File: src/design/lcd_pkg.sv
package lcd_pkg;

	// panel timing in microseconds
	localparam int CLK_PER_US      = 2;   // kept low for short sims
	localparam int T_POWERUP_US    = 500;
	localparam int T_INIT_E_US     = 10;
	localparam int T_WAIT_FUNC_US  = 50;
	localparam int T_WAIT_DISP_US  = 50;
	localparam int T_WAIT_CLEAR_US = 200;
	localparam int T_WAIT_ENTRY_US = 100;
	localparam int T_SETUP_US      = 1;
	localparam int T_E_HIGH_US     = 13;
	localparam int T_E_LOW_US      = 13;
	localparam int T_CMD_TOTAL_US  = 50;

	// same delays in clock cycles
	localparam int POWERUP_CYC    = T_POWERUP_US * CLK_PER_US;
	localparam int INIT_E_CYC     = T_INIT_E_US * CLK_PER_US;
	localparam int WAIT_FUNC_CYC  = T_WAIT_FUNC_US * CLK_PER_US;
	localparam int WAIT_DISP_CYC  = T_WAIT_DISP_US * CLK_PER_US;
	localparam int WAIT_CLEAR_CYC = T_WAIT_CLEAR_US * CLK_PER_US;
	localparam int WAIT_ENTRY_CYC = T_WAIT_ENTRY_US * CLK_PER_US;
	localparam int SETUP_CYC      = T_SETUP_US * CLK_PER_US;
	localparam int E_HIGH_CYC     = T_E_HIGH_US * CLK_PER_US;
	localparam int E_LOW_CYC      = T_E_LOW_US * CLK_PER_US;
	localparam int HOLD_CYC       = (T_CMD_TOTAL_US - T_SETUP_US - T_E_HIGH_US - T_E_LOW_US)
		* CLK_PER_US;

	localparam int TIMER_W = 15;  // holds POWERUP_CYC with margin

	// write request queue
	localparam int QUEUE_DEPTH = 4;  // power of two, pointers wrap
	localparam int QUEUE_PTR_W = $clog2(QUEUE_DEPTH);
	localparam int QUEUE_CNT_W = $clog2(QUEUE_DEPTH + 1);

	// request {rs, rw, data[7:0]}
	localparam int CMD_W  = 10;
	localparam int CMD_RS = 9;
	localparam int CMD_RW = 8;

	// cfg {lines, font, display on, cursor, blink, increment, shift}
	localparam int CFG_W = 7;

	// init steps, sent in ascending order
	localparam logic [1:0] INIT_FUNC  = 2'd0;
	localparam logic [1:0] INIT_DISP  = 2'd1;
	localparam logic [1:0] INIT_CLEAR = 2'd2;
	localparam logic [1:0] INIT_ENTRY = 2'd3;

	// fixed opcode bits, cfg fields are zero here
	localparam logic [7:0] OP_FUNC_SET   = 8'b0011_0000;  // 8-bit bus
	localparam logic [7:0] OP_DISP_CTRL  = 8'b0000_1000;
	localparam logic [7:0] OP_CLEAR      = 8'b0000_0001;
	localparam logic [7:0] OP_ENTRY_MODE = 8'b0000_0100;

endpackage

File: src/design/lcd_bus_driver.sv
`timescale 1ns/1ps

module lcd_bus_driver
	import lcd_pkg::*;
(
	input  logic             clk,
	input  logic             rst,
	input  logic [CFG_W-1:0] cfg,
	input  logic             init_load,
	input  logic [1:0]       init_step,
	input  logic             cmd_load,
	input  logic [CMD_W-1:0] cmd,
	input  logic             e_level,
	input  logic             clear,
	output logic             lcd_e,
	output logic             lcd_rs,
	output logic             lcd_rw,
	output logic [7:0]       lcd_data
);

	logic [7:0] init_byte;

	// opcode with the cfg fields of this step merged in
	always_comb begin
		case (init_step)
			INIT_FUNC:  init_byte = OP_FUNC_SET | {4'b0000, cfg[6:5], 2'b00};
			INIT_DISP:  init_byte = OP_DISP_CTRL | {5'b00000, cfg[4:2]};
			INIT_CLEAR: init_byte = OP_CLEAR;
			INIT_ENTRY: init_byte = OP_ENTRY_MODE | {6'b000000, cfg[1:0]};
			default:    init_byte = 8'h00;
		endcase
	end

	always_ff @(posedge clk) begin
		if (rst) begin
			lcd_e    <= 1'b0;
			lcd_rs   <= 1'b0;
			lcd_rw   <= 1'b0;
			lcd_data <= 8'h00;
		end else begin
			lcd_e <= e_level;  // one cycle behind the sequencer state
			if (cmd_load) begin
				lcd_rs   <= cmd[CMD_RS];
				lcd_rw   <= cmd[CMD_RW];  // passed through, never read back
				lcd_data <= cmd[7:0];
			end else if (init_load) begin
				lcd_rs   <= 1'b0;  // instruction register
				lcd_rw   <= 1'b0;
				lcd_data <= init_byte;
			end else if (clear) begin
				lcd_rs   <= 1'b0;
				lcd_rw   <= 1'b0;
				lcd_data <= 8'h00;
			end
		end
	end

endmodule

File: src/design/lcd_cmd_queue.sv
`timescale 1ns/1ps

module lcd_cmd_queue
	import lcd_pkg::*;
(
	input  logic             clk,
	input  logic             rst,
	input  logic             push,
	input  logic [CMD_W-1:0] push_data,
	input  logic             pop,
	output logic [CMD_W-1:0] head,
	output logic             empty,
	output logic             full
);

	logic [CMD_W-1:0]       mem [QUEUE_DEPTH];
	logic [QUEUE_PTR_W-1:0] wr_ptr;
	logic [QUEUE_PTR_W-1:0] rd_ptr;
	logic [QUEUE_CNT_W-1:0] count;
	logic                   do_push;
	logic                   do_pop;

	assign empty   = (count == '0);
	assign full    = (count == QUEUE_CNT_W'(QUEUE_DEPTH));
	assign do_push = push && !full;  // dropped when full, even with a pop
	assign do_pop  = pop && !empty;
	assign head    = mem[rd_ptr];

	always_ff @(posedge clk) begin
		if (do_push) begin
			mem[wr_ptr] <= push_data;
		end
	end

	always_ff @(posedge clk) begin
		if (rst) begin
			wr_ptr <= '0;
			rd_ptr <= '0;
			count  <= '0;
		end else begin
			if (do_push) begin
				wr_ptr <= wr_ptr + 1'b1;  // wraps at depth
			end
			if (do_pop) begin
				rd_ptr <= rd_ptr + 1'b1;
			end
			case ({do_push, do_pop})
				2'b10:   count <= count + 1'b1;
				2'b01:   count <= count - 1'b1;
				default: count <= count;  // none or both
			endcase
		end
	end

endmodule

File: src/design/lcd_sequencer.sv
`timescale 1ns/1ps

module lcd_sequencer
	import lcd_pkg::*;
(
	input  logic               clk,
	input  logic               rst,
	input  logic               q_empty,
	output logic               q_pop,
	input  logic               tmr_done,
	output logic               tmr_load,
	output logic [TIMER_W-1:0] tmr_cycles,
	output logic               init_load,
	output logic [1:0]         init_step,
	output logic               cmd_load,
	output logic               drv_e,
	output logic               drv_clear,
	output logic               busy
);

	typedef enum logic [2:0] {
		S_POWERUP,
		S_INIT_PULSE,
		S_INIT_WAIT,
		S_IDLE,
		S_SETUP,
		S_E_HIGH,
		S_E_LOW,
		S_HOLD
	} state_t;

	state_t     state;
	state_t     state_nxt;
	logic [1:0] step;
	logic [1:0] step_nxt;
	logic       pwr_arm;    // first cycle out of reset
	logic [1:0] clr_pipe;   // clears init data a cycle after e falls
	logic       start_slot;

	always_comb begin
		state_nxt  = state;
		step_nxt   = step;
		tmr_load   = 1'b0;
		tmr_cycles = '0;
		init_load  = 1'b0;
		cmd_load   = 1'b0;
		q_pop      = 1'b0;
		drv_clear  = clr_pipe[1];
		start_slot = 1'b0;

		case (state)
			S_POWERUP: begin
				if (pwr_arm) begin
					tmr_load   = 1'b1;
					tmr_cycles = TIMER_W'(POWERUP_CYC - 1);  // arm cycle counts too
				end else if (tmr_done) begin
					state_nxt  = S_INIT_PULSE;
					init_load  = 1'b1;
					tmr_load   = 1'b1;
					tmr_cycles = TIMER_W'(INIT_E_CYC);
				end
			end
			S_INIT_PULSE: begin
				if (tmr_done) begin
					state_nxt = S_INIT_WAIT;
					tmr_load  = 1'b1;
					case (step)
						INIT_FUNC:  tmr_cycles = TIMER_W'(WAIT_FUNC_CYC);
						INIT_DISP:  tmr_cycles = TIMER_W'(WAIT_DISP_CYC);
						INIT_CLEAR: tmr_cycles = TIMER_W'(WAIT_CLEAR_CYC);
						default:    tmr_cycles = TIMER_W'(WAIT_ENTRY_CYC);
					endcase
				end
			end
			S_INIT_WAIT: begin
				if (tmr_done) begin
					if (step == INIT_ENTRY) begin
						state_nxt = S_IDLE;
					end else begin
						step_nxt   = step + 2'd1;
						state_nxt  = S_INIT_PULSE;
						init_load  = 1'b1;
						tmr_load   = 1'b1;
						tmr_cycles = TIMER_W'(INIT_E_CYC);
					end
				end
			end
			S_IDLE: begin
				start_slot = !q_empty;
			end
			S_SETUP: begin
				if (tmr_done) begin
					state_nxt  = S_E_HIGH;
					tmr_load   = 1'b1;
					tmr_cycles = TIMER_W'(E_HIGH_CYC);
				end
			end
			S_E_HIGH: begin
				if (tmr_done) begin
					state_nxt  = S_E_LOW;
					tmr_load   = 1'b1;
					tmr_cycles = TIMER_W'(E_LOW_CYC);
				end
			end
			S_E_LOW: begin
				if (tmr_done) begin
					state_nxt  = S_HOLD;
					tmr_load   = 1'b1;
					tmr_cycles = TIMER_W'(HOLD_CYC + 1);  // gets the cycle setup gave up
				end
			end
			S_HOLD: begin
				if (tmr_done) begin
					if (!q_empty) begin
						start_slot = 1'b1;  // back to back, no idle cycle
					end else begin
						state_nxt = S_IDLE;
						drv_clear = 1'b1;
					end
				end
			end
			default: state_nxt = S_IDLE;
		endcase

		// the bus lags the state by a cycle, so the load edge opens setup
		if (start_slot) begin
			state_nxt  = S_SETUP;
			q_pop      = 1'b1;
			cmd_load   = 1'b1;
			tmr_load   = 1'b1;
			tmr_cycles = TIMER_W'(SETUP_CYC - 1);
		end
	end

	assign init_step = step_nxt;  // step whose byte init_load latches
	assign drv_e     = (state == S_INIT_PULSE) || (state == S_E_HIGH);
	assign busy      = !((state == S_IDLE) && q_empty);

	always_ff @(posedge clk) begin
		if (rst) begin
			state    <= S_POWERUP;
			step     <= INIT_FUNC;
			pwr_arm  <= 1'b1;
			clr_pipe <= 2'b00;
		end else begin
			state    <= state_nxt;
			step     <= step_nxt;
			pwr_arm  <= 1'b0;
			clr_pipe <= {clr_pipe[0], (state == S_INIT_PULSE) && tmr_done};
		end
	end

endmodule

File: src/design/lcd_subsystem.sv
`timescale 1ns/1ps

module lcd_subsystem
	import lcd_pkg::*;
(
	input  logic             clk,
	input  logic             rst,
	input  logic [CFG_W-1:0] cfg,
	input  logic             wr_en,
	input  logic [CMD_W-1:0] wr_cmd,
	output logic             lcd_e,
	output logic             lcd_rs,
	output logic             lcd_rw,
	output logic [7:0]       lcd_data,
	output logic             busy,
	output logic             full
);

	logic               tmr_load;
	logic [TIMER_W-1:0] tmr_cycles;
	logic               tmr_done;
	logic               q_pop;
	logic               q_empty;
	logic [CMD_W-1:0]   q_head;
	logic               drv_init_load;
	logic [1:0]         init_step;
	logic               drv_cmd_load;
	logic               drv_e;
	logic               drv_clear;

	lcd_sequencer u_sequencer (
		.clk        (clk),
		.rst        (rst),
		.q_empty    (q_empty),
		.q_pop      (q_pop),
		.tmr_done   (tmr_done),
		.tmr_load   (tmr_load),
		.tmr_cycles (tmr_cycles),
		.init_load  (drv_init_load),
		.init_step  (init_step),
		.cmd_load   (drv_cmd_load),
		.drv_e      (drv_e),
		.drv_clear  (drv_clear),
		.busy       (busy)
	);

	lcd_timer u_timer (
		.clk    (clk),
		.rst    (rst),
		.load   (tmr_load),
		.cycles (tmr_cycles),
		.done   (tmr_done)
	);

	lcd_cmd_queue u_queue (
		.clk       (clk),
		.rst       (rst),
		.push      (wr_en),
		.push_data (wr_cmd),
		.pop       (q_pop),
		.head      (q_head),
		.empty     (q_empty),
		.full      (full)
	);

	lcd_bus_driver u_bus_driver (
		.clk       (clk),
		.rst       (rst),
		.cfg       (cfg),
		.init_load (drv_init_load),
		.init_step (init_step),
		.cmd_load  (drv_cmd_load),
		.cmd       (q_head),
		.e_level   (drv_e),
		.clear     (drv_clear),
		.lcd_e     (lcd_e),
		.lcd_rs    (lcd_rs),
		.lcd_rw    (lcd_rw),
		.lcd_data  (lcd_data)
	);

endmodule

File: src/design/lcd_timer.sv
`timescale 1ns/1ps

module lcd_timer
	import lcd_pkg::*;
(
	input  logic               clk,
	input  logic               rst,
	input  logic               load,
	input  logic [TIMER_W-1:0] cycles,
	output logic               done
);

	logic [TIMER_W-1:0] cnt;
	logic               active;

	always_ff @(posedge clk) begin
		if (rst) begin
			cnt    <= '0;
			active <= 1'b0;
		end else if (load) begin
			cnt    <= cycles - 1'b1;  // done shows in the last loaded cycle
			active <= 1'b1;
		end else if (active) begin
			if (cnt == '0) begin
				active <= 1'b0;
			end else begin
				cnt <= cnt - 1'b1;
			end
		end
	end

	// high for one cycle, a reload on that cycle keeps it running
	assign done = active && (cnt == '0);

endmodule

File: config.mk
export PLATFORM = sky130hd
export DESIGN_NAME = lcd_subsystem
export DESIGN_NICKNAME = d
export VERILOG_FILES = /design/src/design/lcd_pkg.sv /design/src/design/lcd_bus_driver.sv /design/src/design/lcd_cmd_queue.sv /design/src/design/lcd_sequencer.sv /design/src/design/lcd_subsystem.sv /design/src/design/lcd_timer.sv
export SDC_FILE = /design/constraint.sdc
export NUM_CORES = 1
export LEC_CHECK = 0
export ABC_AREA = 1
export BUFFER_PORTS_ARGS = -buffer_cell sky130_fd_sc_hd__buf_4
export CORE_UTILIZATION = 65
export DETAILED_ROUTE_END_ITERATION = 6
export GPL_TIMING_DRIVEN = 1
export PLACE_DENSITY = 0.85
export SYNTH_ARGS = -nofsm -noshare
export SYNTH_HDL_FRONTEND = slang
export SYNTH_HIERARCHICAL = 1
export SYNTH_SLANG_ARGS = --single-unit
File: constraint.sdc
create_clock -name clk -period 7.9 [get_ports clk]
set_input_delay 2.37 -clock clk [delete_from_list [all_inputs] [get_ports clk]]
set_output_delay 2.37 -clock clk [all_outputs]
set_load 0.01 [all_outputs]
==> results.tsv <==
metric	value	unit
switching_share	28.12	%
syn_to_final_growth	9.802	%
hpwlAfterDp	6529	um
p_per_area	195.7	mW/mm^2
hold_viol	0	
drt_iter0_markers	281	
drc	2	
synth_cells	565	
htree_num_levels	3	
drt-pass1-iter-count	7	
synth_common_cells	nand2_1, nor2_1, inv_1, o21ai_0, dfxtp_1	
synth_edf_count	40	
postSynth.asyncResetShare	0	%
antenna_found_initial	0	
drive_above_1_share	14.24	%
ys_types	37	
max_freq	0.2256	GHz
cts_tree	done	
crit_required	8160	ps
fin_hold_ws	409.9	ps
layout.cells.non_filler	674	
finalSetupTns	0	ps
clock-sinks	84	
fin_area	0.004780	sq mm
track_usage	28.84	%
synth_adder_area_share	2.185	%
synth_area_leaders	edfxtp_1, dfxtp_1, nand2_1	
period_needed	4433	ps
nets	619	
grt_max_degree	24	
initial_core_util	67.78	%
final_max_slew_viol_count	0	
synth_simple_gate_area_share	27.54	%
synth.mux.area_fraction	0	%
rows	29	
synth_xor_area_share	0.2012	%
fill_cells	466	
core	0.006422	sq mm
leakage	2.118	nW
relSlewSlack	35.72	%
failed_checks	design-rule violations	
intPower	0.6722	mW
die-area	0.007028	sq mm
post-synth-top-count-cell	nand2_1	
routed_wl	9517	um
grt_overflow	0	
worst_pin_slew	960.7	ps
arrival	4690	ps
holdBufCountCts	0	
ant_nets	0	
first_global_vias	3557	
critPathLaunchType	register	
cts-root-buf	clkbuf_8	
clk_pin_slew_worst_paths	90	ps
setup_viol	0	
skew	10.50	ps
finalPower	0.9352	mW
synth_compound_area_share	11.53	%
synth_ff_type	dfxtp_1	
ys_warn_count	6	
grt_pass1_wl	15930	um
yosys.area.top_type_share	27.59	%
ys_ff_latch	84	
finalCritPeriodShare	56.11	%
crit_path_end_kind	register	
antennaDiodeCount	0	
critPathKind	register to register	
critPathMaxFanout	22	
dp_cells	658	
die_height	83.84	um
ioPinCount	33	
die-width	83.84	um
cts_made_buffers	9	
cts_setup_buffers	0	
rsz0062_at_grt	false	
viasPerCell	5.530	
hp-class	register to register	
synth-seq-area-share	47.83	%
gp_congestion	0.9194	
synth_area_leader_cell	edfxtp_1	
pwr-share-clk	33.8	%
clk_path_buf_depth	2	
clkLatencyLatePin	350	ps
pwr-share-seq	52.2	%
num_vias	3727	
vdd_drop_max	0.0001811	V
drv_cap	0	
syn-cell-area	0.004353	sq mm
synth_top_family_by_area	simple AND/OR/NAND/NOR gates	
synth_area_per_cell	7.704	sq um
combPwrFrac	14.0	%
io_buffer_count	32	
dpl_cell_area	0.004573	sq mm
cts-resized-gates	0	
switching_power	0.2629	mW
status	complete, but fails checks	
wl_per_cell	14.12	um
-- through the flow --
step           utilization (%)  setup WS (ps)
6_report                 74.42           3467
5_1_grt                  74.42           2965
3_3_place_gp             71.21           3844
3_5_place_dp             71.21           3579
4_1_cts                  74.42           3561
2_1_floorplan                -           4477
-- layout make-up --
| class | instances | area (sq um) | area share (%) |
|---|---|---|---|
| clock buffers | 9 | 123.9 | 2.592 |
| clock inverters | 7 | 82.58 | 1.728 |
| inverters | 88 | 331.6 | 6.937 |
| multi-input cells | 377 | 1823 | 38.14 |
| flip-flops and latches | 84 | 2082 | 43.56 |
| well taps | 77 | 96.34 | 2.016 |
| repair buffers | 32 | 240.2 | 5.026 |
-- power groups by stage --
| stage | Combinational, mW | Sequential [mW] | Clock, mW |
|---|---|---|---|
| after global routing | 0.149 | 0.491 | 0.339 |
| final | 0.131 | 0.489 | 0.316 |
| after CTS | 0.129 | 0.488 | 0.320 |
| after detailed placement | 0.128 | 0.498 | 0 |
| after floorplan | 0.0963 | 0.495 | 0 |
| after global placement | 0.124 | 0.497 | 0 |
-- worst paths after layout --
| path | startpoint | endpoint | slack [ps] | depth (start not counted) |
|---|---|---|---|---|
| setup / recovery | u_timer/cnt[5] | u_timer/cnt[14] | 3470 | 21 |
| hold / removal | u_sequencer/clr_pipe[0] | u_sequencer/clr_pipe[1] | 410 | 2 |
| setup reg to reg | u_timer/cnt[5] | u_timer/cnt[14] | 3470 | 21 |
| hold reg to reg | u_sequencer/clr_pipe[0] | u_sequencer/clr_pipe[1] | 410 | 2 |
-- cells by family (layout without fill, tap and decap cells) --
kind of cell | Yosys count | in the layout
other | 1 | 5
AOI/OAI and AO/OA | 92 | 92
xor gates and xnor gates | 1 | 1
adders and majority gates | 7 | 7
buffers and inverters | 108 | 136
DFF | 84 | 84
and+or+nand+nor | 272 | 272
-- cells in the final DEF, fill, tap and decap left out, types with 3 or more instances in the layout --
cell	count
edfxtp_1	40
inv_1	80
nand2_4	3
inv_2	7
nand2_2	3
o21ai_1	4
nand3_2	3
dfxtp_1	44
ha_1	6
o21ai_2	4
nand3_1	34
nand2_1	121
o21ai_0	51
nor2_2	10
a21oi_1	18
nor3_1	4
o22ai_1	10
buf_4	32
nor2_4	3
nor2_1	82
clkbuf_8	9
nand4_1	5
conb_1	5
-- worst max-delay path: stages, from the launching register on --
cell     delay [ps]
dfxtp_1         330
inv_1           100
nand3_1          80
nor2_1          130
nand2_1          90
nor2_1          510
nor2_1          150
nor2_2          580
inv_1           180
nand3_1         640
inv_2           260
o21ai_2         250
ha_1            190
inv_1            60
nor2_2          160
nand3_2         120
nor2_2          170
nand2_1          80
nand2_1          60
nand3_1          80
nand2_1          90
inv_1            40
-- registers in the layout (all words and copies together), names as in the netlist, 3 cells and up, named ones only --
name	count
u_sequencer/state	3
u_queue/count	3
u_bus_driver/lcd_data	8
u_queue/mem	40
u_timer/cnt	15
-- layer usage --
layer | GRT usage, % | part of all wire [%] | up-vias
li1 | - | - | 1854
met1 | 34.80 | 41 | 1700
met2 | 50.30 | 51 | 152
met3 | 5.737 | 6.2 | 21
met4 | 12.07 | 1.7 | 0
met5 | 0 | 0 | -
Note: power is estimated with default switching activity, not from simulation.
